--- config.mk ---
export PLATFORM = sky130hd
export DESIGN_NAME = pu
export DESIGN_NICKNAME = d
export VERILOG_FILES = /design/src/common/pi1_pkg.sv /design/src/pu/pu.sv
export SDC_FILE = /design/constraint.sdc
export NUM_CORES = 1
export LEC_CHECK = 0
export ABC_AREA = 0
export ABC_CLOCK_PERIOD_IN_PS = 5500
export BUFFER_PORTS_ARGS = -buffer_cell sky130_fd_sc_hd__buf_2
export CAP_MARGIN = 20
export CORE_UTILIZATION = 40
export CTS_BUF_LIST = sky130_fd_sc_hd__clkbuf_2 sky130_fd_sc_hd__clkbuf_4 sky130_fd_sc_hd__clkbuf_8
export DETAILED_ROUTE_END_ITERATION = 16
export PLACE_DENSITY = 0.61
export SYNTH_ARGS = -nofsm -noshare
export SYNTH_HDL_FRONTEND = slang
export SYNTH_SLANG_ARGS = --single-unit
--- constraint.sdc ---
create_clock -name clk_i -period 5.5 [get_ports clk_i]
set_input_delay 0.825 -clock clk_i [delete_from_list [all_inputs] [get_ports clk_i]]
set_output_delay 0.825 -clock clk_i [all_outputs]
set_load 0.005 [all_outputs]
--- src/common/pi1_pkg.sv ---
package pi1_pkg;

	// data word width and its byte lanes
	localparam int ARCHBITSZ = 32;
	localparam int SELBITSZ  = ARCHBITSZ/8;

	// word addressing, one memory word per address
	localparam int ADDRBITSZ = 8;
	localparam int MEMDEPTH  = 256;

	// units sharing the memory
	localparam int PUCOUNT = 4;

	// width of an owner index into the units
	localparam int PUIDXBITSZ = $clog2(PUCOUNT);

	// interconnect op encoding
	typedef enum logic [1:0] {
		PI1_NOP = 2'b00,
		PI1_RD  = 2'b01,
		PI1_WR  = 2'b10,
		// swap, answered as read-then-write
		PI1_RW  = 2'b11
	} pi1_op_e;

	// one interconnect request, held by the master until rdy
	typedef struct packed {
		pi1_op_e                op;
		logic [ADDRBITSZ-1:0]   addr;
		// write data, ignored on reads
		logic [ARCHBITSZ-1:0]   data;
		// byte lanes to write
		logic [SELBITSZ-1:0]    sel;
	} pi1_req_s;

	// a memory word, seen whole or as byte lanes
	// lane 0 is the least significant byte
	typedef union packed {
		logic [ARCHBITSZ-1:0]         word;
		logic [SELBITSZ-1:0][7:0]     bytes;
	} pi1_word_u;

endpackage

--- src/pu/pu.sv ---
`timescale 1ns/100ps

module pu
	import pi1_pkg::*;
(
	input  logic                  clk_i,
	input  logic                  rst_i,

	// start pulse and start word address
	input  logic                  intrqst_i,
	input  logic [ADDRBITSZ-1:0]  rstaddr_i,

	// interconnect master side
	output pi1_req_s              req_o,
	input  logic                  rdy_i,
	input  pi1_word_u             data_i,

	output logic                  halted_o,
	output logic [ARCHBITSZ-1:0]  result_o
);

typedef enum logic [1:0] {
	PU_HALT,
	PU_READ,
	PU_WRITE
} pu_state_e;

pu_state_e state_q;

// walk pointer, wraps within the memory
logic [ADDRBITSZ-1:0] addr_q;

// running byte sum of the current walk
logic [ARCHBITSZ-1:0] acc_q;

// last completed sum, shown while halted
logic [ARCHBITSZ-1:0] result_q;

// sum of the four byte lanes of the word being read
logic [ARCHBITSZ-1:0] bsum;

always_comb begin
	bsum = '0;
	for (int i = 0; i < SELBITSZ; i++) begin
		bsum = bsum + ARCHBITSZ'(data_i.bytes[i]);
	end
end

always_ff @(posedge clk_i) begin
	if (rst_i) begin
		state_q  <= PU_HALT;
		addr_q   <= '0;
		acc_q    <= '0;
		result_q <= '0;
	end else begin
		case (state_q)
			PU_HALT: begin
				// start request only counts while halted
				if (intrqst_i) begin
					state_q <= PU_READ;
					addr_q  <= rstaddr_i;
					acc_q   <= '0;
				end
			end
			PU_READ: begin
				if (rdy_i) begin
					// sum slot sits right after the terminator
					addr_q <= addr_q + 1'b1;
					if (data_i.word == '0) begin
						state_q <= PU_WRITE;
					end else begin
						acc_q <= acc_q + bsum;
					end
				end
			end
			PU_WRITE: begin
				if (rdy_i) begin
					state_q  <= PU_HALT;
					result_q <= acc_q;
				end
			end
			default: begin
				state_q <= PU_HALT;
			end
		endcase
	end
end

// request follows the state registers directly
always_comb begin
	req_o      = '0;
	req_o.op   = PI1_NOP;
	req_o.addr = addr_q;
	req_o.data = acc_q;
	if (state_q == PU_READ) begin
		req_o.op  = PI1_RD;
		req_o.sel = '1;
	end else if (state_q == PU_WRITE) begin
		// whole word written, all lanes
		req_o.op  = PI1_WR;
		req_o.sel = '1;
	end
end

assign halted_o = (state_q == PU_HALT);
assign result_o = result_q;

// master holds its request until the slave completes it
a_req_held: assert property (
	@(posedge clk_i) disable iff (rst_i)
	(req_o.op != PI1_NOP && !rdy_i) |=> $stable(req_o)
);

endmodule

# Word-level counts from Yosys, hierarchy flattened
# Index checks and enable logic that the tools add are counted.
# classes
add_sub_neg	5
n_reduce_logical	7
eq_ne	7
mux	16
# ops
operator	n
32-bit two-way mux	3
32-bit case mux with 2 select lines	1
32-bit by 11-bit adder with 32-bit output	1
32-bit logical NOT	1
8-bit two-way mux	2
8-bit case mux with 2 select lines	1
2-bit two-way mux	6
10-bit by 8-bit adder with 11-bit output	1
9-bit by 8-bit adder with 10-bit output	1
2-bit inequality test, second input constant	5
8-bit by 8-bit adder with 9-bit output	1
8-bit by 1-bit adder with 8-bit output, second input constant	1
4-bit two-way mux	2
4-bit AND reduction	2
2-bit case mux with 3 select lines	1
3-bit AND reduction	1
2-bit by 1-bit equality test with 1-bit output, second input constant	1
2-bit equality test, second input constant	1
2-bit logical NOT	1
2-bit AND reduction	1
2-bit nonzero test	1
# totals
input_bits	44
output_inout_bits	79
word_cells	39
register_bits	74

# Logic depth before layout (Yosys ltp)
# logic_depth
word_depth	7
ltp_mapped	15
ltp_nobuf	14

# Worst setup path before layout
# No wires, ideal clock.
# synth_timing
path_type	input to register
start	in data_i[1] (netlist name)
end	reg acc_q[19]
slack_ps	1052
cell_stages	14
required_ps	5383
n_path_buf	1
arrival_ps	4331
setup_ps	117
path_cell_list	inv_1 > fa_1 > fa_1 > fa_1 > inv_1 > ha_1 > fa_1 > a21o_1 > a221o_1 > a221oi_2 > buf_2 > nor4_1 > xnor2_1 > nor2_1
# synth_via
elab_chain_len	7
word_cells_on_any_way	10
cone_classes	4 x add/sub; 1 x eq/ne; 3 x mux; 2 x reduce/logical
# synth_lines
item	line_no	text
start: declaration	pu.sv:16	input pi1_word_u data_i,
8-bit by 8-bit adder with 9-bit output	pu.sv:45	bsum = bsum + ARCHBITSZ'(data_i.bytes[i]);
9-bit by 8-bit adder with 10-bit output	pu.sv:45	
10-bit by 8-bit adder with 11-bit output	pu.sv:45	
32-bit by 11-bit adder with 32-bit output	pu.sv:72	acc_q <= acc_q + bsum;
32-bit two-way mux	pu.sv:69	if (data_i.word == '0) begin
32-bit two-way mux	pu.sv:66	if (rdy_i) begin
32-bit case mux with 2 select lines	pu.sv:56	case (state_q)
end signal: assignment	pu.sv:72	
end: declaration	pu.sv:34	logic [ARCHBITSZ-1:0] acc_q;
# Parallel ways exist; a longest one is shown, timed or not. The select of a mux whose other input is x is not followed.
# A chain may end at the register's enable or synchronous reset.

# Worst setup path in the final report
# layout_timing
start	in data_i[1] (netlist name)
end	reg acc_q[21]
# Same word-level chain as after synthesis.

==> run summary <==
DRC violation count after routing - 2
Seq cells post-synth - 74
Root buf cell - clkbuf_8
Post-synthesis cell type count - 52
Critical Path RT - 5.73 ns
P&R area growth vs syn - 21.46%
WP data arrival - 4.56 ns
Yosys warns - 0
DP Wirelength - 8.147 mm
Die Height - 107.2 um
Fillers - 1073
Hold slack - 0.4504 ns
Synth Net Count - 634
N_diodes - 0
Nature of the critical path startpoint - input port
Initial antenna violation count - 0
Post-DRT Antenna Nets - 0
Final period util - 78.77%
Share of cells above drive strength 1 - 22.78%
Cell type with the highest aggregate area in the netlist - dfxtp_1
Reg2reg end - acc_q[21]$_SDFFE_PP0P_
Final Max Tran Viols - 0
GPL Wtd Cong - 0.8909
Cts repair resizes - 0
Clock power share - 30.1%
Final setup fails - 0
Critical Path End Type - flip-flop
Total negative slack - 0 ns
Reg2reg setup slack - 2.35 ns
Starting Density - 40.99%
Synth top cells by count - 83 x nand2_1, 78 x inv_1, 74 x dfxtp_1
CTS tree - yes
Starting DRC count in detailed routing - 260
Async S/R FF share, synth - 0%
Logic gate share of total power - 32.9%
Worst-Skew Late Latency - 0.34 ns
Vias per cell - 4.959
Global-route usage over all layers - 20.11%
Peak supply drop - 0.0001303 V
Sw Ratio - 33.40%
Min-Delay Endpoint - result_o[10]$_SDFFE_PP0P_
Worst Hold Class - reg2reg
Core footprint - 10790 sq um
Fin. Hold Viols - 0
Top-count cell post-synth - nand2_1
H-tree Lvls - 3
Detailed-route via count - 3982
Placement Cell Area - 5124 sq um
Register area share after synthesis - 33.48%
Final worst path period need - 4.332 ns
R2R depth - 12
Port Buf Inserts - 122
Cts hold-fix bufs - 0
Switch Pwr - 522.1 uW
Top post-synthesis cells by area - dfxtp_1 33%, fa_1 10%, nand2_1 7.0%
Largest net degree at the start of global routing - 58
Main synth FF type - dfxtp_1
Num ports - 123
Post-layout util - 49.79%
Top-area cell type share of the netlist area - 33.48%
Worst slew margin - 30.74%
CTS buffer count - 9
Grt ovf - 0
Clock Skew - 0.01106 ns
Reg-to-reg startpoint - acc_q[1]$_SDFFE_PP0P_
Pint - 1.041 mW
Post-synth EDFFs - 0
Worst-path maximum fanout - 12
Share of power burned in registers - 37.0%
Mapped cell area - 4424 sq um
Pwr/cell area - 290.8 nW/um^2
Max Buffers Root-to-Sink - 2
Hold wc startpoint - result_o[10]$_SDFFE_PP0P_
Final instance area - 5374 sq um
Syn_area_per_cell - 8.088 sq um
Setup bufs post-CTS - 0
Rows - 38
DIE AREA - 11490 sq um
Post-Synthesis Cells - 547
Critical setup path kind - in2reg
Hold path cells - 2
Global-route wire length before repair - 18.35 mm
Final WL - 10.82 mm
Max Fclk - 0.2308 GHz
Clock sink count - 74
Clock-pin slew on the worst setup and hold paths - 0.08 ns
Status - finished, violations left
Leak - 2.502 nW
RSZ-0062 raised after global routing - false
Detailed Routing Iterations Pass 1 - 10
Drt wl/cell - 13.47 um
Failing checks - DRC
Layout Nets - 745
Number of global-route vias before repair - 3745
Number of max-cap violations - 0
Tot Pwr - 1.563 mW
Worst-Margin Slew - 1.039 ns
Die Wd - 107.2 um
-- final cells by class --
class | count | area, sq um | share of cell area, %
sequential | 74 | 1481 | 27.57
tap | 140 | 175.2 | 3.260
multi-input combinational | 369 | 2521 | 46.92
inverter | 78 | 292.8 | 5.448
clock inverter | 5 | 77.57 | 1.444
clock buffer | 11 | 145.1 | 2.701
timing repair buffer | 126 | 680.7 | 12.67
-- worst max path at each step --
stage,slack [ns],startpoint,end
finish,1.17,data_i[1],acc_q[21]$_SDFFE_PP0P_
global route,0.96,data_i[1],acc_q[13]$_SDFFE_PP0P_
CTS,1.20,data_i[1],acc_q[21]$_SDFFE_PP0P_
detailed placement,0.84,data_i[1],acc_q[25]$_SDFFE_PP0P_
global placement,0.90,data_i[1],acc_q[27]$_SDFFE_PP0P_
floorplan,1.05,data_i[1],acc_q[19]$_SDFFE_PP0P_
-- worst max-delay path, stage by stage --
cell      delay, ns
buf_2          0.09
inv_1          0.05
fa_1           0.57
fa_1           0.45
fa_1           0.51
inv_1          0.04
ha_1           0.21
fa_1           0.41
a21o_1         0.21
a221o_1        0.35
a221oi_2       0.29
buf_4          0.23
nor3_1         0.09
xnor2_1        0.18
nor2_1         0.05
-- power by group through the flow --
stage	Sequential (mW)	Clock, mW	Combinational (mW)
2_1_floorplan	0.586	0	0.399
4_1_cts	0.578	0.483	0.517
3_5_place_dp	0.590	0	0.514
6_report	0.578	0.470	0.514
3_3_place_gp	0.589	0	0.509
5_1_grt	0.581	0.510	0.590
-- placed cells by master, fill, tap and decap left out, types with 10 or more instances in the layout --
cell,Yosys,layout
a21oi_1,53,53
buf_2,4,122
clkbuf_8,0,10
nand3_1,13,13
fa_1,23,23
nor4_1,13,13
inv_1,78,78
dfxtp_1,74,74
ha_1,20,20
nor2_1,41,41
nand2_1,83,83
xnor2_1,15,15
and3_1,10,10
-- stage by stage --
step	worst slack, ns	cells
after floorplan	1.052	547
after global placement	0.8952	785
after detailed placement	0.8372	786
after CTS	1.198	802
after global routing	0.9627	803
final	1.168	803
-- layer usage --
| layer | GRT usage (%) | part of all wire (%) | up-vias |
|---|---|---|---|
| met5 | 0 | 0 | - |
| met4 | 6.164 | 0.61 | 0 |
| met3 | 3.830 | 5.2 | 9 |
| met2 | 32.30 | 47 | 101 |
| met1 | 27.27 | 48 | 1826 |
| li1 | - | - | 2046 |
-- kinds of logic (layout without fill, tap and decap cells) --
family / Yosys count / in the layout / synth area share (%)
flip-flops: 74 / 74 / 33.48
buffers and inverters: 104 / 220 / 9.531
multiplexers: 3 / 3 / 0.7353
AO/OA/AOI/OAI: 104 / 104 / 14.76
adder cells (fa/ha/maj): 43 / 43 / 16.06
AND/OR/NAND/NOR: 195 / 195 / 20.67
XOR/XNOR: 24 / 24 / 4.751
-- state kept, by name, summed over array words and instances, names as in the netlist --
| signal | count |
|---|---|
| result_o | 32 |
| addr_q | 8 |
| acc_q | 32 |
| state_q | 2 |
Note: power is estimated with default switching activity, not from simulation.
