--- src/common/pi1_pkg.sv ---
package pi1_pkg;

	// data word width and its byte lanes
	localparam int ARCHBITSZ = 32;
	localparam int SELBITSZ  = ARCHBITSZ/8;

	// word addressing, one memory word per address
	localparam int ADDRBITSZ = 8;
	localparam int MEMDEPTH  = 256;

	// units sharing the memory
	localparam int PUCOUNT = 4;

	// width of an owner index into the units
	localparam int PUIDXBITSZ = $clog2(PUCOUNT);

	// interconnect op encoding
	typedef enum logic [1:0] {
		PI1_NOP = 2'b00,
		PI1_RD  = 2'b01,
		PI1_WR  = 2'b10,
		// swap, answered as read-then-write
		PI1_RW  = 2'b11
	} pi1_op_e;

	// one interconnect request, held by the master until rdy
	typedef struct packed {
		pi1_op_e                op;
		logic [ADDRBITSZ-1:0]   addr;
		// write data, ignored on reads
		logic [ARCHBITSZ-1:0]   data;
		// byte lanes to write
		logic [SELBITSZ-1:0]    sel;
	} pi1_req_s;

	// a memory word, seen whole or as byte lanes
	// lane 0 is the least significant byte
	typedef union packed {
		logic [ARCHBITSZ-1:0]         word;
		logic [SELBITSZ-1:0][7:0]     bytes;
	} pi1_word_u;

endpackage

--- src/perint/pi1q.sv ---
`timescale 1ns/100ps

module pi1q
	import pi1_pkg::*;
(
	input  logic                clk_i,
	input  logic                rst_i,

	// one master port per unit
	input  pi1_req_s            m_req_i [PUCOUNT-1:0],
	output logic [PUCOUNT-1:0]  m_rdy_o,
	output pi1_word_u           m_data_o,

	// single slave port toward the memory
	output pi1_req_s            s_req_o,
	input  logic                s_rdy_i,
	input  pi1_word_u           s_data_i
);

// one-entry slot holding the granted request
pi1_req_s slot_q;
logic     full_q;

// unit owning the slot
logic [PUIDXBITSZ-1:0] owner_q;

// last granted unit, round-robin starts after it
logic [PUIDXBITSZ-1:0] last_q;

// next pending unit in round-robin order
logic [PUIDXBITSZ-1:0] pick_idx;
logic                  pick_vld;

always_comb begin
	logic [PUIDXBITSZ-1:0] cand;
	pick_vld = 1'b0;
	pick_idx = last_q;
	cand     = last_q;
	// last_q itself is tried last, so it gets the lowest priority
	for (int i = 1; i <= PUCOUNT; i++) begin
		cand = PUIDXBITSZ'((int'(last_q) + i) % PUCOUNT);
		if (!pick_vld && m_req_i[cand].op != PI1_NOP) begin
			pick_vld = 1'b1;
			pick_idx = cand;
		end
	end
end

always_ff @(posedge clk_i) begin
	if (rst_i) begin
		full_q    <= 1'b0;
		slot_q.op <= PI1_NOP;
		owner_q   <= '0;
		last_q    <= PUIDXBITSZ'(PUCOUNT-1);
	end else if (full_q) begin
		// slot frees on the edge after the memory answers
		if (s_rdy_i) begin
			full_q    <= 1'b0;
			slot_q.op <= PI1_NOP;
		end
	end else if (pick_vld) begin
		// capture only into an empty slot
		full_q  <= 1'b1;
		slot_q  <= m_req_i[pick_idx];
		owner_q <= pick_idx;
		last_q  <= pick_idx;
	end
end

assign s_req_o = slot_q;

// only the owner sees the memory's rdy
always_comb begin
	m_rdy_o = '0;
	if (full_q) begin
		m_rdy_o[owner_q] = s_rdy_i;
	end
end

// read data goes to every unit, only the owner samples it
assign m_data_o = s_data_i;

a_rdy_onehot: assert property (
	@(posedge clk_i) disable iff (rst_i)
	$onehot0(m_rdy_o)
);

// slot op and fill flag stay in step
a_empty_nop: assert property (
	@(posedge clk_i) disable iff (rst_i)
	!full_q |-> (s_req_o.op == PI1_NOP)
);

// owner keeps its request up while it waits in the slot
a_owner_held: assert property (
	@(posedge clk_i) disable iff (rst_i)
	full_q |-> (m_req_i[owner_q] == slot_q)
);

endmodule

--- config.mk ---
export PLATFORM = sky130hd
export DESIGN_NAME = pi1q
export DESIGN_NICKNAME = d
export VERILOG_FILES = /design/src/common/pi1_pkg.sv /design/src/perint/pi1q.sv
export SDC_FILE = /design/constraint.sdc
export NUM_CORES = 1
export LEC_CHECK = 0
export BUFFER_PORTS_ARGS = -buffer_cell sky130_fd_sc_hd__buf_2
export CELL_PAD_IN_SITES_DETAIL_PLACEMENT = 1
export CELL_PAD_IN_SITES_GLOBAL_PLACEMENT = 1
export CORE_ASPECT_RATIO = 0.8
export CORE_MARGIN = 2
export CORE_UTILIZATION = 27
export DETAILED_ROUTE_END_ITERATION = 7
export PLACE_DENSITY_LB_ADDON = 0.1
export SYNTH_ARGS = -nofsm -noshare
export SYNTH_HDL_FRONTEND = slang
export SYNTH_SLANG_ARGS = --single-unit
--- constraint.sdc ---
create_clock -name clk_i -period 3.7 [get_ports clk_i]
set_input_delay 0.74 -clock clk_i [delete_from_list [all_inputs] [get_ports clk_i]]
set_output_delay 0.74 -clock clk_i [all_outputs]
set_load 0.005 [all_outputs]
# After elaboration in Yosys (flattened, before gate mapping)
# Cells that the tools add are included.
# op_classes
addsub,4
multipliers,0
div,0
magnitude_cmp,7
eq_ne,1
n_shift,0
mux,27
bitwise,3
n_reduce_logical,15
# op_table
cell,n
binary-select mux 46 bit (select 2 bit),5
two-way mux 46 bit,6
"< comparator 2 x 3 -> 1 bit, second input constant",6
two-way mux 2 bit,6
nonzero test 2 bit,5
two-way mux 1 bit,8
"adder 2 x 1 -> 2 bit, second input constant",2
"adder 2 bit, second input constant",2
bitwise AND 4 bit,1
logical AND 1 bit,4
two-way mux 4 bit,1
AND reduction 2 bit,2
zero test 1 bit,3
AND reduction 3 bit,1
demux 1 bit (select 2 bit),1
"greater-or-equal comparator 2 x 1 -> 1 bit, second input constant",1
"!= test 2 bit, second input constant",1
inverter 1 bit,2
# word_totals
ff_bits,51
latchBits,0
mem_bits_rw,0
rom_bits,0
output_inout_bits,82
n_memories,0

# Depth between registers and ports, before layout
# Gate-level depths: netlist (run 1).
# depth
ltp_word,18
ltp_mapped,8

# Least setup slack after synthesis (run 1)
# No wires, ideal clock.
# synth_path
kind,input to register
from,input m_req_i[91] in the netlist's numbering
to,"register slot_q, in the netlist s_req_o[0], enable pin"
setup_time_ns,0.448
t_arrival_ns,2.980
t_required_ns,3.252
path_slack_ns,0.272
stages,3
path_buffers,0
path_cell_list,nor4_1 a31o_2 nor2_1
# synth_between
elab_chain_cells,14
# synth_rtl
item,line,text
start: declaration,pi1q.sv:10,"input pi1_req_s m_req_i [PUCOUNT-1:0],"
binary-select mux 46 bit (select 2 bit),pi1q.sv:42,if (!pick_vld && m_req_i[cand].op != PI1_NOP) begin
two-way mux 46 bit (not written as such),pi1q.sv:42,
nonzero test 2 bit,pi1q.sv:42,
two-way mux 1 bit,pi1q.sv:42,
zero test 1 bit,pi1q.sv:42,
logical AND 1 bit,pi1q.sv:42,
two-way mux 1 bit,pi1q.sv:42,
zero test 1 bit,pi1q.sv:42,
logical AND 1 bit,pi1q.sv:42,
two-way mux 1 bit,pi1q.sv:42,
zero test 1 bit,pi1q.sv:42,
logical AND 1 bit,pi1q.sv:42,
two-way mux 1 bit *,pi1q.sv:42,
AND reduction 3 bit (no source line) *,-,
end signal: assignment,pi1q.sv:64,slot_q <= m_req_i[pick_idx];
end: declaration,pi1q.sv:21,pi1_req_s slot_q;
# Every way passes the cells marked *; elsewhere a longest branch is shown, timed or not. The select of a mux whose other input is x is not followed.
# A chain may end at the register's enable or synchronous reset.

# Worst setup path in the final report (run 1)
# layout_path
from,input m_req_i[182] in the netlist's numbering
to,"register slot_q, in the netlist s_req_o[42], data pin"
# layout_between
elab_chain_cells,15
# layout_rtl
item,line
binary-select mux 46 bit (select 2 bit),pi1q.sv:42
two-way mux 46 bit (not written as such),pi1q.sv:42
nonzero test 2 bit,pi1q.sv:42
two-way mux 1 bit,pi1q.sv:42
zero test 1 bit,pi1q.sv:42
logical AND 1 bit,pi1q.sv:42
two-way mux 1 bit,pi1q.sv:42
zero test 1 bit,pi1q.sv:42
logical AND 1 bit,pi1q.sv:42
two-way mux 1 bit,pi1q.sv:42
zero test 1 bit,pi1q.sv:42
logical AND 1 bit,pi1q.sv:42
two-way mux 2 bit *,pi1q.sv:42
binary-select mux 46 bit (select 2 bit) *,pi1q.sv:64
two-way mux 46 bit (not written as such) *,pi1q.sv:64
# Marks and branches as above.

==> results.toml, run 1 <==
[outcome]
status = "completed"

[cts]
cts_tree = "yes"
clockRootBuffer = "clkbuf_16"
clk_pin_slew_ns = 0.07
cts_max_path_buffers = 2
cts_resized = 0
cts_hold_buf = 0
post-cts-setup-buffer-count = 0
cts_buffers = 5
cts.sinks = 51
clk_latency_ns = 0.28
htreeDepth = 2

[setup_path]
r2r-start = "last_q[1]"
crit_end = "s_req_o[42]"
cp.required_ns = 3.83
crit_path_end_kind = "register"
cp_cell_sequence = "buf_2, or4_1, a222oi_1, and2_2, buf_4, mux2i_1"
worstSetupPathType = "in -> reg"
r2r_setup_slack_ns = 1.37
startpoint_type = "primary input"
crit_start = "m_req_i[182]"
path_max_fanout = 20
max_stage_delay_ns = 0.55
r2r_end = "s_req_o[43]"
r2r_cells = 6
cp_slowest_cell = "or4_1"
cp.arrival_ns = 2.77

[sta]
finalSetupViolations = 0
finalSetupTns_ns = 0
worst_pin_slew_ns = 0.8625
slew_violations = 0
rsz0062_at_grt = "false"
finalCritPeriodShare = 0.7132
final.min_clock_period_ns = 2.639
fmax_mhz = 379.0
hold_viol = 0
timing.final.ws_setup_ns = 1.061
finClkSkew_ns = 0.004195
slew_headroom = 0.4236

[global_route]
grt-ovfl-total = 0
antenna_found_initial = 0
grt_util_all_layers = 0.1462
grt_max_degree = 75
grt_pass1_wl_um = 16180
grt_pass1_vias = 3080

[pwr]
clock_power_share = 0.249
internal-power_mw = 1.297
powerDensity_mw_per_mm2 = 383.3
p_leak_nw = 2.603
max-vdd-ir-drop_uv = 181.2
p_comb_frac = 0.347
p_seq_frac = 0.404
swShare = 0.2928
power_switching_uw = 536.9

[layout]
insertedDiodeCount = 0
drive_gt1_frac = 0.5275
layout.nets = 709
syn_to_final_growth_pct = 36.13
nFillCells = 1498

[drt]
drt_first_pass_iters = 4
num_vias = 2992
drt.antenna.violating_nets = 0
drc = 0
wl_um = 10550
drt_iter0_markers = 150
vias_per_cell = 4.492
avgRoutedWirePerCell_um = 15.83

[placement]
place_ws_ns = 0.7285
io_buffers = 236
gp_congestion = 0.7745
dp_hpwl_um = 8483

[logic_synthesis]
synth_top_area_share = 0.3788
synth_edf_count = 44
synth_area_mm2 = 0.003515
synth_cell_types = 40
yosysSeqAreaShare = 0.4158
synth_common_cells = "133 x mux2i_1, 44 x edfxtp_1, 35 x buf_4"
synth-seq-cells = 51
postSynthCellCount = 291
yosysTopAreaCell = "mux2i_1"
avgSynthCellArea_um2 = 12.08
syn-num-nets = 510
ys_warn_count = 0
synthFlopType = "edfxtp_1"
synthTopCellsByArea = "mux2i_1 38%, edfxtp_1 38%, buf_4 7.5%"
ys_async_sr_fraction = 0
yosysMostFrequentCell = "mux2i_1"

[floorplan]
start_util = 0.2751
ioPinCount = 301
die_w_um = 131.6
core_area_mm2 = 0.01278
row_count = 37
fp.dieArea_mm2 = 0.01395
die_h_um = 106.0

[hold_path]
min_path_type = "reg -> reg"

[run]
cap_violations = 0
## cell families after synthesis
family	count (synthesis)	synth area share
and+or+nand+nor	29	0.04308
muxes	133	0.3788
adders and majority gates	1	0.002848
DFF	51	0.4158
AOI/OAI and AO/OA	25	0.05518
buffers and inverters	52	0.1043
## power groups by stage
stage	clock network [mW]	registers (mW)	logic, mW
2_1_floorplan	0	0.760	0.436
3_3_place_gp	0	0.754	0.640
3_5_place_dp	0	0.755	0.651
4_1_cts	0.476	0.743	0.652
5_1_grt	0.497	0.750	0.700
6_report	0.457	0.741	0.636
## worst max-delay path: cells and delay by family
kind            cells  cell delay (ns)
simple gates        2             0.90
buf+inv             2             0.51
compound gates      1             0.36
mux                 1             0.25
## state kept, by name (all words and copies together), names as in the netlist
register,count
s_req_o,46
owner_q,2
last_q,2
full_q,1
## layout by cell type, fill, tap and decap left out, types with 2 or more instances in the layout
cell type and n:
buf_4 3, a21oi_1 4, nor3_1 2, a211oi_1 2
o21ai_0 3, edfxtp_1 44, inv_1 3, dfxtp_1 7
clkbuf_16 5, mux2i_1 133, nand2_1 5, or2_2 3
buf_12 2, buf_2 236, nor2_1 8, or4_1 2
## metrics by stage
stage / instance area, um2 / util / hold slack [ns] / power, mW / cells
2_1_floorplan: 3515 / - / 0.4657 / 1.196 / 291
3_3_place_gp: 4643 / 0.3634 / 0.4577 / 1.394 / 658
3_5_place_dp: 4643 / 0.3634 / 0.4677 / 1.407 / 658
4_1_cts: 4785 / 0.3745 / 0.4840 / 1.871 / 666
5_1_grt: 4785 / 0.3745 / 0.5127 / 1.947 / 666
6_report: 4785 / 0.3745 / 0.4762 / 1.834 / 666
## routing by layer
layer	vias up	GRT usage	share of wire
met4	0	0.02562	0.0059
met1	1362	0.1735	0.41
li1	1465	-	-
met2	160	0.2625	0.50
met3	5	0.04673	0.088
met5	-	0	0
## worst min path at each step
| stage | from | to | slack (ns) | cells after the start |
|---|---|---|---|---|
| global route | s_req_o[44] | s_req_o[44] | 0.51 | 1 |
| detailed placement | s_req_o[44] | s_req_o[44] | 0.47 | 1 |
| CTS | s_req_o[44] | s_req_o[44] | 0.48 | 1 |
| finish | s_req_o[44] | s_req_o[44] | 0.48 | 1 |
| floorplan | s_req_o[44] | s_req_o[44] | 0.47 | 1 |
| global placement | s_req_o[44] | s_req_o[44] | 0.46 | 1 |
## cell type report
type	count	area, um2	area share
Multi-Input combinational cell	188	1708	0.3570
Clock inverter	2	12.51	0.002615
Inverter	3	11.26	0.002354
Tap cell	175	219.0	0.04576
Timing Repair Buffer	241	1244	0.2599
Clock buffer	6	128.9	0.02694
Sequential cell	51	1461	0.3054
Note: power is estimated with default switching activity, not from simulation.
==> inputs of run 2 (changes only) <==
--- a/config.mk
+++ b/config.mk
@@ -10,7 +10,7 @@
 export CELL_PAD_IN_SITES_GLOBAL_PLACEMENT = 1
 export CORE_ASPECT_RATIO = 0.8
 export CORE_MARGIN = 2
-export CORE_UTILIZATION = 27
+export CORE_UTILIZATION = 25
 export DETAILED_ROUTE_END_ITERATION = 7
 export PLACE_DENSITY_LB_ADDON = 0.1
 export SYNTH_ARGS = -nofsm -noshare
==> constraint.sdc (replaced) <==
create_clock -name clk_i -period 2.2 [get_ports clk_i]
set_input_delay 0.44 -clock clk_i [delete_from_list [all_inputs] [get_ports clk_i]]
set_output_delay 0.44 -clock clk_i [all_outputs]
set_load 0.005 [all_outputs]
==> run 2 against run 1 <==
Cell count increased by 6.2%. Via count increased by 4.6%. Combinational power increased by 93%. Utilization increased by 0.13 points. Sequential cell count unchanged. Critical path type unchanged. Highest routed layer unchanged.
==> results.toml, run 2 (synthesis gave the netlist of run 1 again) <==
[setup_path]
startpoint_type = "primary input"
r2r_setup_slack_ns = 0.15
worstSetupPathType = "in -> reg"
r2r_end = "s_req_o[8]"
crit_path_end_kind = "register"
r2r-start = "last_q[1]"
crit_end = "s_req_o[26]"
r2r_cells = 7
cp.arrival_ns = 2.24
crit_start = "m_req_i[182]"
cp.required_ns = 2.33
path_max_fanout = 24

[placement]
placedCellCount = 699
io_buffers = 236
gp_congestion = 0.7824
dp_hpwl_um = 9277
dpl_cell_area_mm2 = 0.004982

[floorplan]
core_area_mm2 = 0.01365
die_w_um = 136.6
fp.dieArea_mm2 = 0.01503
ioPinCount = 301
row_count = 38
start_util = 0.2576
die_h_um = 110.1

[pwr]
swShare = 0.2879
max-vdd-ir-drop_uv = 303.2
power_switching_uw = 935.9
p_leak_nw = 2.799
internal-power_mw = 2.315
clock_power_share = 0.237
p_comb_frac = 0.379
p_seq_frac = 0.385
powerDensity_mw_per_mm2 = 634.0

[layout]
regArea_mm2 = 0.001465
largest_reg_flops = 46
syn_to_final_growth_pct = 45.89
fin_cells = 707
nFillCells = 1598
final_common_cell = "buf_2"
final_cell_area_mm2 = 0.005127
insertedDiodeCount = 0
layout_common_cells = "236 x buf_2, 133 x mux2i_1, 44 x edfxtp_1, 34 x buf_4, 8 x nor2_1"
drive_gt1_frac = 0.5617
multi_input_area_mm2 = 0.001712
layout.nets = 745

[cts]
clk_latency_ns = 0.29
cts_buffers = 5
post-cts-setup-buffer-count = 0
cts.sinks = 51
cts_hold_buf = 0
htreeDepth = 2
clockRootBuffer = "clkbuf_16"
clk_pin_slew_ns = 0.07
cts_tree = "yes"
cts_max_path_buffers = 2

[global_route]
grt_max_degree = 25
antenna_found_initial = 1
grt_pass1_wl_um = 16300
grt-ovfl-total = 0
grt_pass1_vias = 3248
grt_util_all_layers = 0.1415

[drt]
wl_um = 11280
drt.antenna.violating_nets = 0
avgRoutedWirePerCell_um = 15.96
drc = 0
drt_iter0_markers = 93
drt_first_pass_iters = 4
vias_per_cell = 4.427
num_vias = 3130

[sta]
slew_violations = 0
worst_pin_slew_ns = 0.6458
slew_headroom = 0.5685
finalSetupViolations = 0
finClkSkew_ns = 0.003590
final.min_clock_period_ns = 2.107
hold_ws_ns = 0.4473
rsz0062_at_grt = "false"
hold_viol = 0
fmax_mhz = 474.6
finalCritPeriodShare = 0.9577
finalSetupTns_ns = 0

[hold_path]
min_path_type = "in -> reg"

[run]
cap_violations = 0

[outcome]
status = "completed"
-- run 2: changes by cell type in the layout (fill, tap and decap cells not counted) --
cell        previous run  this run
a21oi_2                0         1
dfxtp_4                0         1
buf_12                 2         7
buf_4                  3        34
dfxtp_1                7         6
clkinvlp_4             1         0
a21oi_1                4         3
clkbuf_1               1         2
-- run 2: area by class of cell --
cell class	count	share of cell area
multi-input cells	188	0.3338
repair buffers	277	0.3075
flip-flops and latches	51	0.2857
well taps	180	0.04392
clock buffers	7	0.02587
inverters	3	0.002196
clock inverters	1	0.0009761
-- run 2: critical path, cell delays in order --
cell	delay, ns
buf_2	0.12
or4_1	0.55
a222oi_1	0.32
and2_2	0.33
buf_12	0.22
mux2i_1	0.23
-- run 2: power by group through the flow --
| stage | combinational [mW] | sequential (mW) | clock [mW] |
|---|---|---|---|
| 2_1_floorplan | 0.735 | 1.28 | 0 |
| 3_3_place_gp | 1.24 | 1.27 | 0 |
| 3_5_place_dp | 1.26 | 1.27 | 0 |
| 4_1_cts | 1.26 | 1.25 | 0.811 |
| 5_1_grt | 1.35 | 1.26 | 0.840 |
| 6_report | 1.23 | 1.25 | 0.769 |
-- run 2: worst min path at each step --
stage / start / slack, ns / endpoint / cells after the start
floorplan: s_req_o[44] / 0.47 / s_req_o[44] / 1
global placement: s_req_o[44] / 0.48 / s_req_o[44] / 1
detailed placement: s_req_o[44] / 0.49 / s_req_o[44] / 1
CTS: rst_i / 0.44 / owner_q[1] / 2
global route: rst_i / 0.45 / owner_q[1] / 2
finish: rst_i / 0.45 / owner_q[1] / 2
-- run 2: timing repair --
| item | in CTS | in global routing |
|---|---|---|
| gates resized for setup | 1 | 2 |
| setup endpoints to repair | 4 | 1 |
| pin swaps | 0 | 1 |
-- run 2: stage by stage --
step	worst slack, ns	util	total power [mW]
floorplan	0.01457	-	2.010
global placement	-0.1100	0.3651	2.510
detailed placement	-0.1812	0.3651	2.533
CTS	0.1080	0.3753	3.328
global route	0.02002	0.3758	3.451
finish	0.09302	0.3758	3.251
-- run 2: per-layer routing --
metal | routed length [um] | global-route usage | vias to the layer above
met5 | 0 | 0 | -
met4 | 113 | 0.04018 | 0
met3 | 1066 | 0.04755 | 9
met2 | 5664 | 0.2632 | 158
met1 | 4438 | 0.1533 | 1425
li1 | - | - | 1538
